<file path="src/rtl/spcAluPkg.sv">
`default_nettype none

package spcAluPkg;

  typedef enum logic [4:0] {
    OP_OR, OP_AND, OP_EOR, OP_TCLR1, OP_TSET1,
    OP_ASL, OP_ROL, OP_LSR, OP_ROR,
    OP_INC, OP_DEC, OP_ADC, OP_SBC,
    OP_DAA, OP_DAS, OP_XCN,
    OP_ADDW, OP_SUBW, OP_INCW, OP_DECW,
    OP_MUL, OP_DIV
  } aluOp_e;

  typedef enum logic [2:0] {
    IDLE, BYTE, WORDLO, WORDHI, ITER, FINISH
  } seqState_e;

  // Reshaping of the right operand ahead of the select stage
  typedef enum logic [2:0] {
    SHL0, ROLC, SHR0, RORC, ZERO, ONE, PASS, INVERT
  } preOp_e;

  typedef enum logic [3:0] {
    ORR, ANDR, XORR, PASSR,
    CLRBITS, SETBITS, SWAP,
    ADDC, SUBC,      // Carry in from C, or from the saved carry
    ADDN, SUBN,      // Fixed carry in
    DECADJ, DECSUB
  } postOp_e;

  localparam int mulSteps  = 8;
  localparam int divSteps  = 9;
  localparam int stepWidth = 4;

endpackage

`default_nettype wire

</file>
<file path="src/rtl/spcBcdAdjust.sv">
`timescale 1ns/1ps
`default_nettype none

module spcBcdAdjust (
  input  wire        [7:0] a,
  input  wire              subtract,
  input  wire              cIn,
  input  wire              hIn,
  output logic       [7:0] r,
  output logic             cOut
);

  logic       hiFix;
  logic       loFix;
  logic [7:0] adj;

  // For DAS the flags mean no borrow, so a clear flag asks for the fix
  always_comb begin
    hiFix = (subtract ? ~cIn : cIn) | (a > 8'h99);
    loFix = (subtract ? ~hIn : hIn) | (a[3:0] > 4'h9);
    adj   = {(hiFix ? 4'h6 : 4'h0), (loFix ? 4'h6 : 4'h0)};
    r     = subtract ? a - adj : a + adj;
    cOut  = hiFix ^ subtract;   // DAS clears C when it corrects
  end

endmodule

`default_nettype wire

</file>
<file path="src/rtl/spcByteAlu.sv">
`timescale 1ns/1ps
`default_nettype none

module spcByteAlu import spcAluPkg::*; (
  input  wire          CLK,
  input  wire          RST_N,
  input  wire          enable,
  input  wire preOp_e  pre,
  input  wire postOp_e post,
  input  wire          chgC,
  input  wire          chgV,
  input  wire          chgH,
  input  wire          w16,
  input  wire          useSavedC,
  input  wire    [7:0] left,
  input  wire    [7:0] right,
  input  wire          cIn,
  input  wire          vIn,
  input  wire          hIn,
  input  wire          zIn,
  output logic   [7:0] res,
  output logic         co,
  output logic         vo,
  output logic         ho,
  output logic         zo,
  output logic         so
);

  logic [7:0] preR;
  logic [7:0] addB;
  logic [7:0] addR;
  logic [7:0] bcdR;
  logic       preC;
  logic       addCin;
  logic       addC;
  logic       addH;
  logic       addV;
  logic       bcdC;
  logic       isAdd;
  logic       isSub;
  logic       cNew;
  logic       savedC;

  always_comb begin
    preR = right;
    preC = cIn;
    case (pre)
      SHL0: begin
        preR = {right[6:0], 1'b0};
        preC = right[7];
      end
      ROLC: begin
        preR = {right[6:0], cIn};
        preC = right[7];
      end
      SHR0: begin
        preR = {1'b0, right[7:1]};
        preC = right[0];
      end
      RORC: begin
        preR = {cIn, right[7:1]};
        preC = right[0];
      end
      ZERO:    preR = 8'h00;
      ONE:     preR = 8'h01;
      INVERT:  preR = ~right;
      default: preR = right;
    endcase
  end

  assign isSub  = (post == SUBC) || (post == SUBN);
  assign isAdd  = isSub || (post == ADDC) || (post == ADDN);
  assign addB   = isSub ? ~preR : preR;
  assign addCin = useSavedC ? savedC :
                  ((post == ADDC) || (post == SUBC)) ? cIn : (post == SUBN);
  assign {addC, addR} = {1'b0, left} + {1'b0, addB} + {8'h00, addCin};
  assign addH   = left[4] ^ addB[4] ^ addR[4];   // Carry into bit 4
  assign addV   = (left[7] == addB[7]) && (addR[7] != left[7]);

  spcBcdAdjust bcd_i (
    .a(left), .subtract(post == DECSUB), .cIn(cIn), .hIn(hIn),
    .r(bcdR), .cOut(bcdC)
  );

  always_comb begin
    cNew = preC;
    case (post)
      ORR:     res = left | preR;
      ANDR:    res = left & preR;
      XORR:    res = left ^ preR;
      CLRBITS: res = preR & ~left;
      SETBITS: res = preR | left;
      SWAP:    res = {preR[3:0], preR[7:4]};
      ADDC, SUBC, ADDN, SUBN: begin
        res  = addR;
        cNew = addC;
      end
      DECADJ, DECSUB: begin
        res  = bcdR;
        cNew = bcdC;
      end
      default: res = preR;
    endcase
  end

  // Chains the low pass carry into the high pass of a word op
  always_ff @(posedge CLK) begin
    if (!RST_N) begin
      savedC <= 1'b0;
    end else if (enable && isAdd) begin
      savedC <= addC;
    end
  end

  assign co = chgC ? cNew : cIn;
  assign vo = chgV ? addV : vIn;
  assign ho = chgH ? addH : hIn;
  assign zo = (res == 8'h00) && (!w16 || zIn);   // Whole word Z on the high pass
  assign so = res[7];

  a_ctrlKnown: assert property (@(posedge CLK) disable iff (!RST_N)
    enable |-> !$isunknown({pre, post}));

endmodule

`default_nettype wire

</file>
<file path="src/rtl/spcStepCounter.sv">
`timescale 1ns/1ps
`default_nettype none

module spcStepCounter import spcAluPkg::*; (
  input  wire                 CLK,
  input  wire                 RST_N,
  input  wire                 load,
  input  wire [stepWidth-1:0] loadValue,
  output logic                last
);

  logic [stepWidth-1:0] count;

  always_ff @(posedge CLK) begin
    if (!RST_N) begin
      count <= '0;
    end else if (load) begin
      count <= loadValue;
    end else if (count != '0) begin
      count <= count - 1'b1;
    end
  end

  assign last = (count == stepWidth'(1));

  // Previous run must have drained before a new item loads
  a_loadIdle: assert property (@(posedge CLK) disable iff (!RST_N)
    load |-> (count == '0));

endmodule

`default_nettype wire

</file>
<file path="src/rtl/spcMulDiv.sv">
`timescale 1ns/1ps
`default_nettype none

module spcMulDiv import spcAluPkg::*; (
  input  wire        CLK,
  input  wire        RST_N,
  input  wire        mdStart,
  input  wire        mdDiv,
  input  wire        step,
  input  wire [15:0] ya,
  input  wire  [7:0] x,
  output logic [7:0] mdHi,
  output logic [7:0] mdLo,
  output logic       mdV,
  output logic       mdH,
  output logic       mdN,
  output logic       mdZ
);

  logic [15:0] acc;     // Product, or dividend bits out and quotient bits in
  logic  [8:0] rem;     // Partial remainder; multiplier bits for MUL
  logic  [7:0] opnd;    // Multiplicand or divisor
  logic  [7:0] yHold;
  logic  [8:0] trial;
  logic        fits;
  logic        isDiv;
  logic        ovf;
  logic        nibGe;

  assign trial = {rem[7:0], acc[15]};
  assign fits  = trial >= {1'b0, opnd};

  always_ff @(posedge CLK) begin
    if (mdStart) begin
      opnd  <= mdDiv ? x : ya[15:8];
      yHold <= ya[15:8];
      if (mdDiv) begin
        rem <= 9'(ya >> divSteps);   // One step per quotient bit, nine in all
        acc <= ya << (16 - divSteps);
      end else begin
        rem <= {1'b0, ya[7:0]};
        acc <= '0;
      end
    end else if (step) begin
      if (isDiv) begin
        rem <= fits ? trial - {1'b0, opnd} : trial;
        acc <= {acc[14:0], fits};
      end else begin
        rem <= {rem[7:0], 1'b0};
        acc <= {acc[14:0], 1'b0} + (rem[7] ? {8'h00, opnd} : 16'h0000);
      end
    end
  end

  always_ff @(posedge CLK) begin
    if (!RST_N) begin
      isDiv <= 1'b0;
      ovf   <= 1'b0;
      nibGe <= 1'b0;
    end else if (mdStart) begin
      isDiv <= mdDiv;
      ovf   <= ya[15:8] >= x;      // Also catches X = 0
      nibGe <= ya[11:8] >= x[3:0];
    end
  end

  always_comb begin
    if (isDiv) begin
      mdLo = ovf ? 8'hff : acc[7:0];
      mdHi = ovf ? yHold : rem[7:0];
    end else begin
      mdLo = acc[7:0];
      mdHi = acc[15:8];
    end
  end

  assign mdV = isDiv & ovf;
  assign mdH = isDiv & nibGe;
  assign mdN = isDiv ? mdLo[7] : mdHi[7];
  assign mdZ = isDiv ? (mdLo == 8'h00) : (mdHi == 8'h00);

endmodule

`default_nettype wire

</file>
<file path="src/rtl/spcAluSequencer.sv">
`timescale 1ns/1ps
`default_nettype none

module spcAluSequencer import spcAluPkg::*; (
  input  wire                  CLK,
  input  wire                  RST_N,
  input  wire                  start,
  input  wire aluOp_e          op,
  input  wire           [15:0] aIn,
  input  wire           [15:0] bIn,
  input  wire                  cIn,
  input  wire                  vIn,
  input  wire                  hIn,
  input  wire                  zIn,
  input  wire                  nIn,
  input  wire            [7:0] res,
  input  wire                  co,
  input  wire                  vo,
  input  wire                  ho,
  input  wire                  zo,
  input  wire                  so,
  input  wire                  last,
  input  wire            [7:0] mdHi,
  input  wire            [7:0] mdLo,
  input  wire                  mdV,
  input  wire                  mdH,
  input  wire                  mdN,
  input  wire                  mdZ,
  output preOp_e               pre,
  output postOp_e              post,
  output logic                 chgC,
  output logic                 chgV,
  output logic                 chgH,
  output logic                 w16,
  output logic                 useSavedC,
  output logic                 enable,
  output logic           [7:0] left,
  output logic           [7:0] right,
  output logic                 aluC,
  output logic                 aluV,
  output logic                 aluH,
  output logic                 aluZ,
  output logic                 load,
  output logic [stepWidth-1:0] loadValue,
  output logic                 mdStart,
  output logic                 mdDiv,
  output logic                 step,
  output logic          [15:0] result,
  output logic                 cOut,
  output logic                 vOut,
  output logic                 hOut,
  output logic                 zOut,
  output logic                 nOut,
  output logic                 busy,
  output logic                 done
);

  seqState_e   state;
  aluOp_e      opReg;
  logic [15:0] aReg;
  logic [15:0] bReg;
  logic        cReg;
  logic        vReg;
  logic        hReg;
  logic        zReg;
  logic        nReg;
  logic  [7:0] loByte;
  logic        loZ;
  logic        hiPass;
  logic        isWord;
  logic        isIter;
  logic        accept;
  logic        divOp;
  logic [15:0] finalResult;
  logic  [4:0] flagsNext;

  assign accept    = (state == IDLE) && start;   // Ignored while busy
  assign isWord    = op inside {OP_ADDW, OP_SUBW, OP_INCW, OP_DECW};
  assign isIter    = (op == OP_MUL) || (op == OP_DIV);
  assign hiPass    = (state == WORDHI);
  assign divOp     = (opReg == OP_DIV);
  assign enable    = (state == BYTE) || (state == WORDLO) || hiPass;
  assign w16       = hiPass;
  assign useSavedC = hiPass;
  assign aluC      = cReg;
  assign aluV      = vReg;
  assign aluH      = hReg;
  assign aluZ      = hiPass ? loZ : zReg;
  assign mdStart   = accept && isIter;
  assign mdDiv     = (op == OP_DIV);
  assign load      = mdStart;
  assign loadValue = mdDiv ? stepWidth'(divSteps) : stepWidth'(mulSteps);
  assign step      = (state == ITER);

  // Byte ALU control decode
  always_comb begin
    pre   = PASS;
    post  = PASSR;
    left  = hiPass ? aReg[15:8] : aReg[7:0];
    right = hiPass ? bReg[15:8] : bReg[7:0];
    chgC  = opReg inside {OP_ASL, OP_ROL, OP_LSR, OP_ROR, OP_ADC, OP_SBC,
                          OP_DAA, OP_DAS, OP_ADDW, OP_SUBW};
    chgV  = opReg inside {OP_ADC, OP_SBC, OP_ADDW, OP_SUBW, OP_INCW, OP_DECW};
    chgH  = chgV;
    if (opReg inside {OP_ASL, OP_ROL, OP_LSR, OP_ROR, OP_XCN}) begin
      right = aReg[7:0];   // Single operand ops
    end
    if (opReg inside {OP_INC, OP_DEC, OP_INCW, OP_DECW}) begin
      pre = ONE;
      if (hiPass) begin
        pre = ZERO;   // Only the carry ripples up
      end
    end
    case (opReg)
      OP_OR:    post = ORR;
      OP_AND:   post = ANDR;
      OP_EOR:   post = XORR;
      OP_TCLR1: post = CLRBITS;
      OP_TSET1: post = SETBITS;
      OP_ASL:   pre  = SHL0;
      OP_ROL:   pre  = ROLC;
      OP_LSR:   pre  = SHR0;
      OP_ROR:   pre  = RORC;
      OP_ADC:   post = ADDC;
      OP_SBC:   post = SUBC;
      OP_DAA:   post = DECADJ;
      OP_DAS:   post = DECSUB;
      OP_XCN:   post = SWAP;
      OP_INC, OP_ADDW, OP_INCW: begin
        post = ADDN;
        if (hiPass) begin
          post = ADDC;
        end
      end
      OP_DEC, OP_SUBW, OP_DECW: begin
        post = SUBN;
        if (hiPass) begin
          post = SUBC;
        end
      end
      default: ;
    endcase
  end

  always_comb begin
    flagsNext = {cReg, vReg, hReg, zReg, nReg};   // Hold unless the path updates
    if (state == FINISH) begin
      flagsNext = {cReg, (divOp ? mdV : vReg), (divOp ? mdH : hReg), mdZ, mdN};
    end else if ((state == BYTE) || hiPass) begin
      flagsNext = {co, vo, ho, zo, so};
    end
  end

  assign finalResult = (state == FINISH) ? {mdHi, mdLo} :
                       hiPass            ? {res, loByte} : {8'h00, res};

  always_ff @(posedge CLK) begin
    if (accept) begin
      opReg <= op;
      aReg  <= aIn;
      bReg  <= bIn;
      cReg  <= cIn;
      vReg  <= vIn;
      hReg  <= hIn;
      zReg  <= zIn;
      nReg  <= nIn;
    end
    if (state == WORDLO) begin
      loByte <= res;
      loZ    <= zo;
    end
  end

  always_ff @(posedge CLK) begin
    if (!RST_N) begin
      state  <= IDLE;
      busy   <= 1'b0;
      done   <= 1'b0;
      result <= '0;
      {cOut, vOut, hOut, zOut, nOut} <= '0;
    end else begin
      done <= 1'b0;
      case (state)
        IDLE: begin
          if (accept) begin
            busy <= 1'b1;
            if (isIter) begin
              state <= ITER;
            end else if (isWord) begin
              state <= WORDLO;
            end else begin
              state <= BYTE;
            end
          end
        end
        WORDLO: state <= WORDHI;
        ITER: begin
          if (last) begin
            state <= FINISH;
          end
        end
        default: begin   // BYTE, WORDHI and FINISH all complete here
          state  <= IDLE;
          busy   <= 1'b0;
          done   <= 1'b1;
          result <= finalResult;
          {cOut, vOut, hOut, zOut, nOut} <= flagsNext;
        end
      endcase
    end
  end

  a_donePulse: assert property (@(posedge CLK) disable iff (!RST_N)
    done |=> !done);

endmodule

`default_nettype wire

</file>
<file path="src/rtl/spcAluCore.sv">
`timescale 1ns/1ps
`default_nettype none

module spcAluCore import spcAluPkg::*; (
  input  wire          CLK,
  input  wire          RST_N,
  input  wire          start,
  input  wire aluOp_e  op,
  input  wire   [15:0] aIn,
  input  wire   [15:0] bIn,
  input  wire          cIn,
  input  wire          vIn,
  input  wire          hIn,
  input  wire          zIn,
  input  wire          nIn,
  output logic  [15:0] result,
  output logic         cOut,
  output logic         vOut,
  output logic         hOut,
  output logic         zOut,
  output logic         nOut,
  output logic         busy,
  output logic         done
);

  preOp_e               pre;
  postOp_e              post;
  logic                 chgC;
  logic                 chgV;
  logic                 chgH;
  logic                 w16;
  logic                 useSavedC;
  logic                 enable;
  logic           [7:0] left;
  logic           [7:0] right;
  logic                 aluC;
  logic                 aluV;
  logic                 aluH;
  logic                 aluZ;
  logic           [7:0] res;
  logic                 co;
  logic                 vo;
  logic                 ho;
  logic                 zo;
  logic                 so;
  logic                 load;
  logic [stepWidth-1:0] loadValue;
  logic                 last;
  logic                 mdStart;
  logic                 mdDiv;
  logic                 step;
  logic           [7:0] mdHi;
  logic           [7:0] mdLo;
  logic                 mdV;
  logic                 mdH;
  logic                 mdN;
  logic                 mdZ;

  spcAluSequencer seq_i (
    .CLK, .RST_N, .start, .op, .aIn, .bIn,
    .cIn, .vIn, .hIn, .zIn, .nIn,
    .res, .co, .vo, .ho, .zo, .so, .last,
    .mdHi, .mdLo, .mdV, .mdH, .mdN, .mdZ,
    .pre, .post, .chgC, .chgV, .chgH, .w16, .useSavedC, .enable,
    .left, .right, .aluC, .aluV, .aluH, .aluZ,
    .load, .loadValue, .mdStart, .mdDiv, .step,
    .result, .cOut, .vOut, .hOut, .zOut, .nOut, .busy, .done
  );

  spcByteAlu alu_i (
    .CLK, .RST_N, .enable, .pre, .post, .chgC, .chgV, .chgH,
    .w16, .useSavedC, .left, .right,
    .cIn(aluC), .vIn(aluV), .hIn(aluH), .zIn(aluZ),
    .res, .co, .vo, .ho, .zo, .so
  );

  spcStepCounter cnt_i (
    .CLK, .RST_N, .load, .loadValue, .last
  );

  // YA and X come straight from the ports, sampled with mdStart
  spcMulDiv md_i (
    .CLK, .RST_N, .mdStart, .mdDiv, .step,
    .ya(aIn), .x(bIn[7:0]),
    .mdHi, .mdLo, .mdV, .mdH, .mdN, .mdZ
  );

endmodule

`default_nettype wire

</file>
<file path="config.mk">
export PLATFORM = sky130hd
export DESIGN_NAME = spcAluCore
export DESIGN_NICKNAME = d
export VERILOG_FILES = /design/src/rtl/spcAluPkg.sv /design/src/rtl/spcBcdAdjust.sv /design/src/rtl/spcByteAlu.sv /design/src/rtl/spcStepCounter.sv /design/src/rtl/spcMulDiv.sv /design/src/rtl/spcAluSequencer.sv /design/src/rtl/spcAluCore.sv
export SDC_FILE = /design/constraint.sdc
export NUM_CORES = 1
export LEC_CHECK = 0
export ABC_AREA = 1
export CAP_MARGIN = 25
export CELL_PAD_IN_SITES_DETAIL_PLACEMENT = 0
export CELL_PAD_IN_SITES_GLOBAL_PLACEMENT = 1
export CORE_ASPECT_RATIO = 1.25
export CORE_MARGIN = 2
export CORE_UTILIZATION = 50
export CTS_CLUSTER_SIZE = 28
export DETAILED_ROUTE_END_ITERATION = 10
export DONT_BUFFER_PORTS = 1
export PLACE_DENSITY_LB_ADDON = 0.1
export SYNTH_ARGS = -nofsm -noshare
export SYNTH_HDL_FRONTEND = slang
export SYNTH_SLANG_ARGS = --single-unit
</file>
<file path="constraint.sdc">
create_clock -name CLK -period 6 [get_ports CLK]
set_clock_uncertainty 0.1 [all_clocks]
set_input_delay 1.2 -clock CLK [delete_from_list [all_inputs] [get_ports CLK]]
set_output_delay 1.2 -clock CLK [all_outputs]
set_load 0.05 [all_outputs]
</file>
==> impl_metrics.ini, run 1 <==
[cells_and_area]
synthToLayoutAreaGrowth_pct = 10.42
mostFrequentLayoutCells = nand2_1, inv_1, nor2_1
fill_cells = 1652
post_route_cells_drive_above_1_share = 0.06074
final_common_cell = nand2_1
nets = 1222

[detailed_routing]
drcViolationCount = 0
drt_wl_total_microns = 25890
dr.pass1.iters = 5
route.vias.total = 7639
wire_per_inst_microns = 19.08
ant_nets = 0
drtIter0Drc = 591
vias_per_cell = 5.629

[yosys]
syn-cell-area_sq_mm = 0.008499
synth_nets = 1218
synth_top_flop_cell = edfxtp_1
ys_seq_area_frac = 0.4016
async_flop_share = 0
yosys_warnings = 0
synth_area_per_cell_sq_um = 7.596
synthCells = 1119
synth_edf_count = 91
ys_ff_latch = 125
synth.distinct_cells = 45

[global_route]
grt.met1_usage = 0.3436
grt_pass1_vias = 7447
grt_pass1_wl_microns = 40540
grt_max_degree = 44
grt.met3_usage = 0.04649
top_usage_layer = met2
globalRouteTotalUtil = 0.2985
grt-ovfl-total = 0
grt_use_met2 = 0.5356
grt_antenna_before_repair = 1

[worst_setup_path]
endpoint = seq_i.zOut
critPathKind = flip-flop to flip-flop
r2r_cells = 26
rr_endpoint = seq_i.zOut
cp.required_ns = 6.27
reg2reg_setup_slack_ns = 1.00
cp_data_arrival_time_ns = 5.27
r2r_start = seq_i.state[1]
start_kind = flip-flop
critPathMaxFanout = 28
startpoint = seq_i.state[1]
critPathCaptureType = flip-flop

[pwr]
ir_drop_uv = 195.0
p_per_area_mw_per_mm2 = 306.3
p_leak_nw = 4.274

[die]
die_h_microns = 149.8
ios = 68
rows = 53
die_w_microns = 120.6
start_util = 0.5086
die_area_sq_mm = 0.01806
design.core.area_sq_mm = 0.01671

[clock_tree]
cts_tree = built
cts_inserted_buffers = 17
path_clk_slew_ns = 0.06
cts_root_buf = clkbuf_16
cts_setup_buffers = 0
cts_buffer_depth = 2
postCtsResizedCells = 0
htree_levels = 4
cts.sinks = 125
holdBufCountCts = 0
clock_latency_ns = 0.43

[min_path]
hold_path.class = flip-flop to flip-flop
whs_path_depth = 2

[timing]
worst_slew_pin_slew_ns = 0.9858
rsz0062_at_grt = no
fmax_mhz = 200.1
finalWorstSetupSlack_ns = 1.002
maxSlewViolCount = 0
fin_hold_ws_ns = 0.3944
period_minus_slack_ns = 4.998
max_slew_margin = 0.3419
fin_setup_tns_ns = 0
hold_viol = 0
finalSetupViolations = 0
period_share = 0.8329

[placement]
post-place-ws_ns = 1.120
port_buffers = 0
place_congestion = 0.9391
dpl.hpwl_microns = 20340

[job]
maxCapViolCount = 0

[outcome]
outcome = complete, no violations
kinds of logic after synthesis:
kind of cell,after synthesis,share of synthesized area
AND/OR/NAND/NOR,496,0.2486
AO/OA/AOI/OAI,225,0.1543
flip-flops,125,0.4016
XOR/XNOR,24,0.02473
buffers and inverters,195,0.08774
adder cells (fa/ha/maj),54,0.08303
worst min-delay path by stage:
| stage | startpoint | to | slack [ns] |
|---|---|---|---|
| after detailed placement | cnt_i.count[1] | cnt_i.count[1] | 0.39 |
| after global routing | cnt_i.count[3] | cnt_i.count[3] | 0.42 |
| after floorplan | cnt_i.count[1] | cnt_i.count[1] | 0.35 |
| final | cnt_i.count[3] | cnt_i.count[3] | 0.39 |
| after CTS | cnt_i.count[1] | cnt_i.count[1] | 0.40 |
| after global placement | cnt_i.count[1] | cnt_i.count[1] | 0.37 |
cell usage after synthesis (3+ instances only):
| cell type | n | area share |
|---|---|---|
| a211oi_1 | 5 | 0.0044 |
| a21oi_1 | 55 | 0.032 |
| a31oi_1 | 19 | 0.014 |
| buf_1 | 4 | 0.0018 |
| clkbuf_1 | 17 | 0.0075 |
| dfxtp_1 | 34 | 0.080 |
| edfxtp_1 | 91 | 0.32 |
| fa_1 | 4 | 0.0094 |
| ha_1 | 50 | 0.074 |
| inv_1 | 161 | 0.071 |
| inv_2 | 7 | 0.0031 |
| nand2_1 | 275 | 0.12 |
| nand3_1 | 71 | 0.042 |
| nand3_2 | 5 | 0.0059 |
| nand4_1 | 18 | 0.013 |
| nor2_1 | 93 | 0.041 |
| nor3_1 | 11 | 0.0065 |
| nor4_1 | 3 | 0.0022 |
| o211ai_1 | 19 | 0.017 |
| o21a_1 | 6 | 0.0053 |
| o21ai_0 | 87 | 0.051 |
| o21ai_1 | 3 | 0.0018 |
| o221ai_1 | 6 | 0.0062 |
| o22ai_1 | 8 | 0.0059 |
| o31ai_1 | 6 | 0.0053 |
| or2_2 | 10 | 0.0074 |
| xnor2_1 | 4 | 0.0041 |
| xor2_1 | 20 | 0.021 |
through the flow:
step / std cells / power, mW / util / area (sq um)
6_report: 1357 / 2.874 / 0.5616 / 9385
5_1_grt: 1356 / 3.025 / 0.5615 / 9383
4_1_cts: 1356 / 2.876 / 0.5615 / 9383
3_5_place_dp: 1324 / 1.786 / 0.5245 / 8765
3_3_place_gp: 1323 / 1.783 / 0.5228 / 8737
2_1_floorplan: 1119 / 1.600 / - / 8499
power breakdown:
part           internal (mW)  total, mW  switching (mW)
clock network          0.693       1.10           0.404
logic                  0.239      0.716           0.477
registers              0.998       1.06          0.0632
total                   1.93       2.87           0.945
flip-flops by register name, summed over array words and instances (netlist names), 3 cells and up:
name,flops
seq_i.result,16
cnt_i.count,4
md_i.acc,16
seq_i.aReg,16
md_i.yHold,8
seq_i.opReg,5
md_i.opnd,8
seq_i.bReg,16
md_i.rem,8
seq_i.loByte,8
seq_i.state,3
routing by layer:
layer | routed length, microns | vias up
met5 | 0 | -
met4 | 1170 | 0
met3 | 1189 | 68
met2 | 13180 | 233
met1 | 10360 | 3545
li1 | - | 3793
final cells by class:
class	count	area (sq um)	share of cell area
sequential	125	3413	0.3637
clock buffer	17	425.4	0.04533
timing repair buffer	10	95.09	0.01013
antenna	1	2.502	0.0002666
multi-input combinational	799	4343	0.4627
inverter	170	638.1	0.06799
tap	220	275.3	0.02933
clock inverter	15	192.7	0.02053
worst max-delay path: stages (launching register included):
cell and delay (ns):
dfxtp_1 0.42, nand3_1 0.47, buf_4 0.42, o21ai_0 0.38, inv_1 0.15, o21ai_0 0.15, o211ai_1 0.11, nand2_1 0.12
nand2_1 0.09, o21ai_0 0.25, ha_1 0.28, nand2_1 0.06, nand2_1 0.09, ha_1 0.35, inv_1 0.09, o31ai_1 0.25
a21oi_1 0.08, or2_2 0.29, nand3_1 0.10, nand4_1 0.11, nor2_1 0.18, nand2_1 0.08, nor2_1 0.10, nand2_1 0.07
nand2_1 0.06, nand2_1 0.05, nand2_1 0.05
(Power assumes the default switching activity.)
==> inputs of run 2 (changes only) <==
--- a/config.mk
+++ b/config.mk
@@ -11,7 +11,7 @@
 export CELL_PAD_IN_SITES_GLOBAL_PLACEMENT = 1
 export CORE_ASPECT_RATIO = 1.25
 export CORE_MARGIN = 2
-export CORE_UTILIZATION = 50
+export CORE_UTILIZATION = 48
 export CTS_CLUSTER_SIZE = 28
 export DETAILED_ROUTE_END_ITERATION = 10
 export DONT_BUFFER_PORTS = 1
==> constraint.sdc (replaced) <==
create_clock -name CLK -period 5.15 [get_ports CLK]
set_clock_uncertainty 0.1 [all_clocks]
set_input_delay 1.03 -clock CLK [delete_from_list [all_inputs] [get_ports CLK]]
set_output_delay 1.03 -clock CLK [all_outputs]
set_load 0.05 [all_outputs]
==> run 2 against run 1 <==
Maximum frequency is 5.6% higher. Cell count is 0.52% higher. Global-route usage is 0.13 points higher. Combinational power is 18% higher. Setup slack worse by 0.58 ns. Total power is 13% higher. Sequential power is 17% higher. First-iteration DRC count is 5.6% lower. Design area is 0.48% lower. Sequential cell count stayed put. Clock power is 6% higher. Largest power group is now registers.
==> impl_metrics.ini, run 2 (synthesis gave the netlist of run 1 again) <==
[outcome]
outcome = complete, no violations

[placement]
post-place-ws_ns = 0.4476
dpl.hpwl_microns = 21060
port_buffers = 0
place_congestion = 0.9184

[detailed_routing]
ant_nets = 0
drt_wl_total_microns = 26880
wire_per_inst_microns = 19.70
dr.pass1.iters = 5
vias_per_cell = 5.646
drcViolationCount = 0
drtIter0Drc = 558
route.vias.total = 7701

[global_route]
grt_max_degree = 44
grt_pass1_wl_microns = 42280
grt-ovfl-total = 0
globalRouteTotalUtil = 0.2997
grt_pass1_vias = 7684
grt_antenna_before_repair = 2

[worst_setup_path]
critPathMaxFanout = 19
critPathCaptureType = flip-flop
cp.required_ns = 5.36
start_kind = flip-flop
critPathKind = flip-flop to flip-flop
cp_data_arrival_time_ns = 4.94

[die]
start_util = 0.4876
rows = 54
design.core.area_sq_mm = 0.01743
ios = 68
die_w_microns = 123.0
die_area_sq_mm = 0.01879
die_h_microns = 152.8

[pwr]
internal_power_mw = 2.175
pwr-share-clk = 0.361
ir_drop_uv = 227.1
power_frac_seq = 0.380
p_total_mw = 3.256
p_sw_mw = 1.081
combPwrFrac = 0.259
power_switching_share = 0.3320
p_per_area_mw_per_mm2 = 348.6
p_leak_nw = 4.274

[timing]
fin_setup_tns_ns = 0
worst_slew_pin_slew_ns = 0.9692
max_slew_margin = 0.3530
rsz0062_at_grt = no
period_minus_slack_ns = 4.731
period_share = 0.9187
maxSlewViolCount = 0
finalSetupViolations = 0
hold_viol = 0
fmax_mhz = 211.4
finalWorstSetupSlack_ns = 0.4189

[clock_tree]
clock_latency_ns = 0.42
cts_root_buf = clkbuf_16
holdBufCountCts = 0
cts_tree = built
htree_levels = 4
postCtsResizedCells = 0
cts_buffer_depth = 2
cts_setup_buffers = 0
path_clk_slew_ns = 0.06
cts_inserted_buffers = 17
cts.sinks = 125

[cells_and_area]
synthToLayoutAreaGrowth_pct = 9.893
seqCellArea_sq_mm = 0.003413
fill_cells = 1746
multiInputGateArea_sq_mm = 0.004343
mostFrequentLayoutCells = nand2_1, inv_1, nor2_1
nets = 1225
final_common_cell = nand2_1
post_route_cells_drive_above_1_share = 0.06234

[job]
maxCapViolCount = 0

[min_path]
hold_path.class = flip-flop to flip-flop
==> run 2: cell count changes in the layout (fill, tap and decap cells not counted) <==
cell	delta
clkbuf_1	+4
buf_4	+4
clkbuf_8	+2
bufinv_16	-2
clkinvlp_4	-3
inv_6	-3
clkinv_1	-3
clkinv_2	+5
buf_16	-1
==> run 2: worst paths after layout <==
kind	startpoint	endpoint	slack [ns]	cells after the start
max reg2reg	seq_i.opReg[4]	seq_i.cOut	0.42	24
min	cnt_i.count[1]	cnt_i.count[1]	0.39	2
max	seq_i.opReg[4]	seq_i.cOut	0.42	24
min reg2reg	cnt_i.count[1]	cnt_i.count[1]	0.39	2
==> run 2: layout make-up <==
type | count | area share
multi-input cells | 799 | 0.4650
flip-flops and latches | 125 | 0.3654
inverters | 170 | 0.06832
clock buffers | 23 | 0.05010
well taps | 224 | 0.03001
clock inverters | 9 | 0.01045
repair buffers | 13 | 0.01045
diodes | 1 | 0.0002679
==> run 2: metal layers <==
metal,vias up,GRT usage,share of wire
li1,3791,-,-
met1,3600,0.3507,0.39
met2,235,0.5278,0.52
met3,73,0.05015,0.046
met4,2,0.1364,0.044
met5,-,0,0.00063
==> run 2: stage by stage <==
step	hold slack [ns]	cell area, sq um	instances	util
floorplan	0.3529	8499	1119	-
global placement	0.3781	8772	1331	0.5032
detailed placement	0.3866	8772	1331	0.5032
CTS	0.3944	9338	1363	0.5357
global route	0.4287	9338	1363	0.5357
finish	0.3888	9340	1364	0.5358
==> run 2: critical path: stages (launching register included) <==
cell      delay, ns
edfxtp_1       0.41
inv_2          0.27
nand3_2        0.24
nor2_4         0.32
inv_2          0.09
nand3_2        0.24
inv_2          0.08
nand2_1        0.11
nand3_1        0.13
nand2_1        0.18
xor2_1         0.11
fa_1           0.46
fa_1           0.43
nand3_1        0.11
nand2_1        0.08
nand2_1        0.10
nand2_1        0.06
a21oi_1        0.16
nor2_1         0.07
o21ai_0        0.32
nand2_1        0.17
a21oi_1        0.15
nand3_1        0.09
nand3_1        0.08
nand2_1        0.05
==> run 2: power groups by stage <==
| stage | combinational (mW) | clock (mW) | sequential [mW] |
|---|---|---|---|
| floorplan | 0.624 | 0 | 1.24 |
| CTS | 0.841 | 1.18 | 1.24 |
| global placement | 0.832 | 0 | 1.26 |
| global route | 0.955 | 1.22 | 1.24 |
| detailed placement | 0.835 | 0 | 1.26 |
| finish | 0.844 | 1.17 | 1.24 |
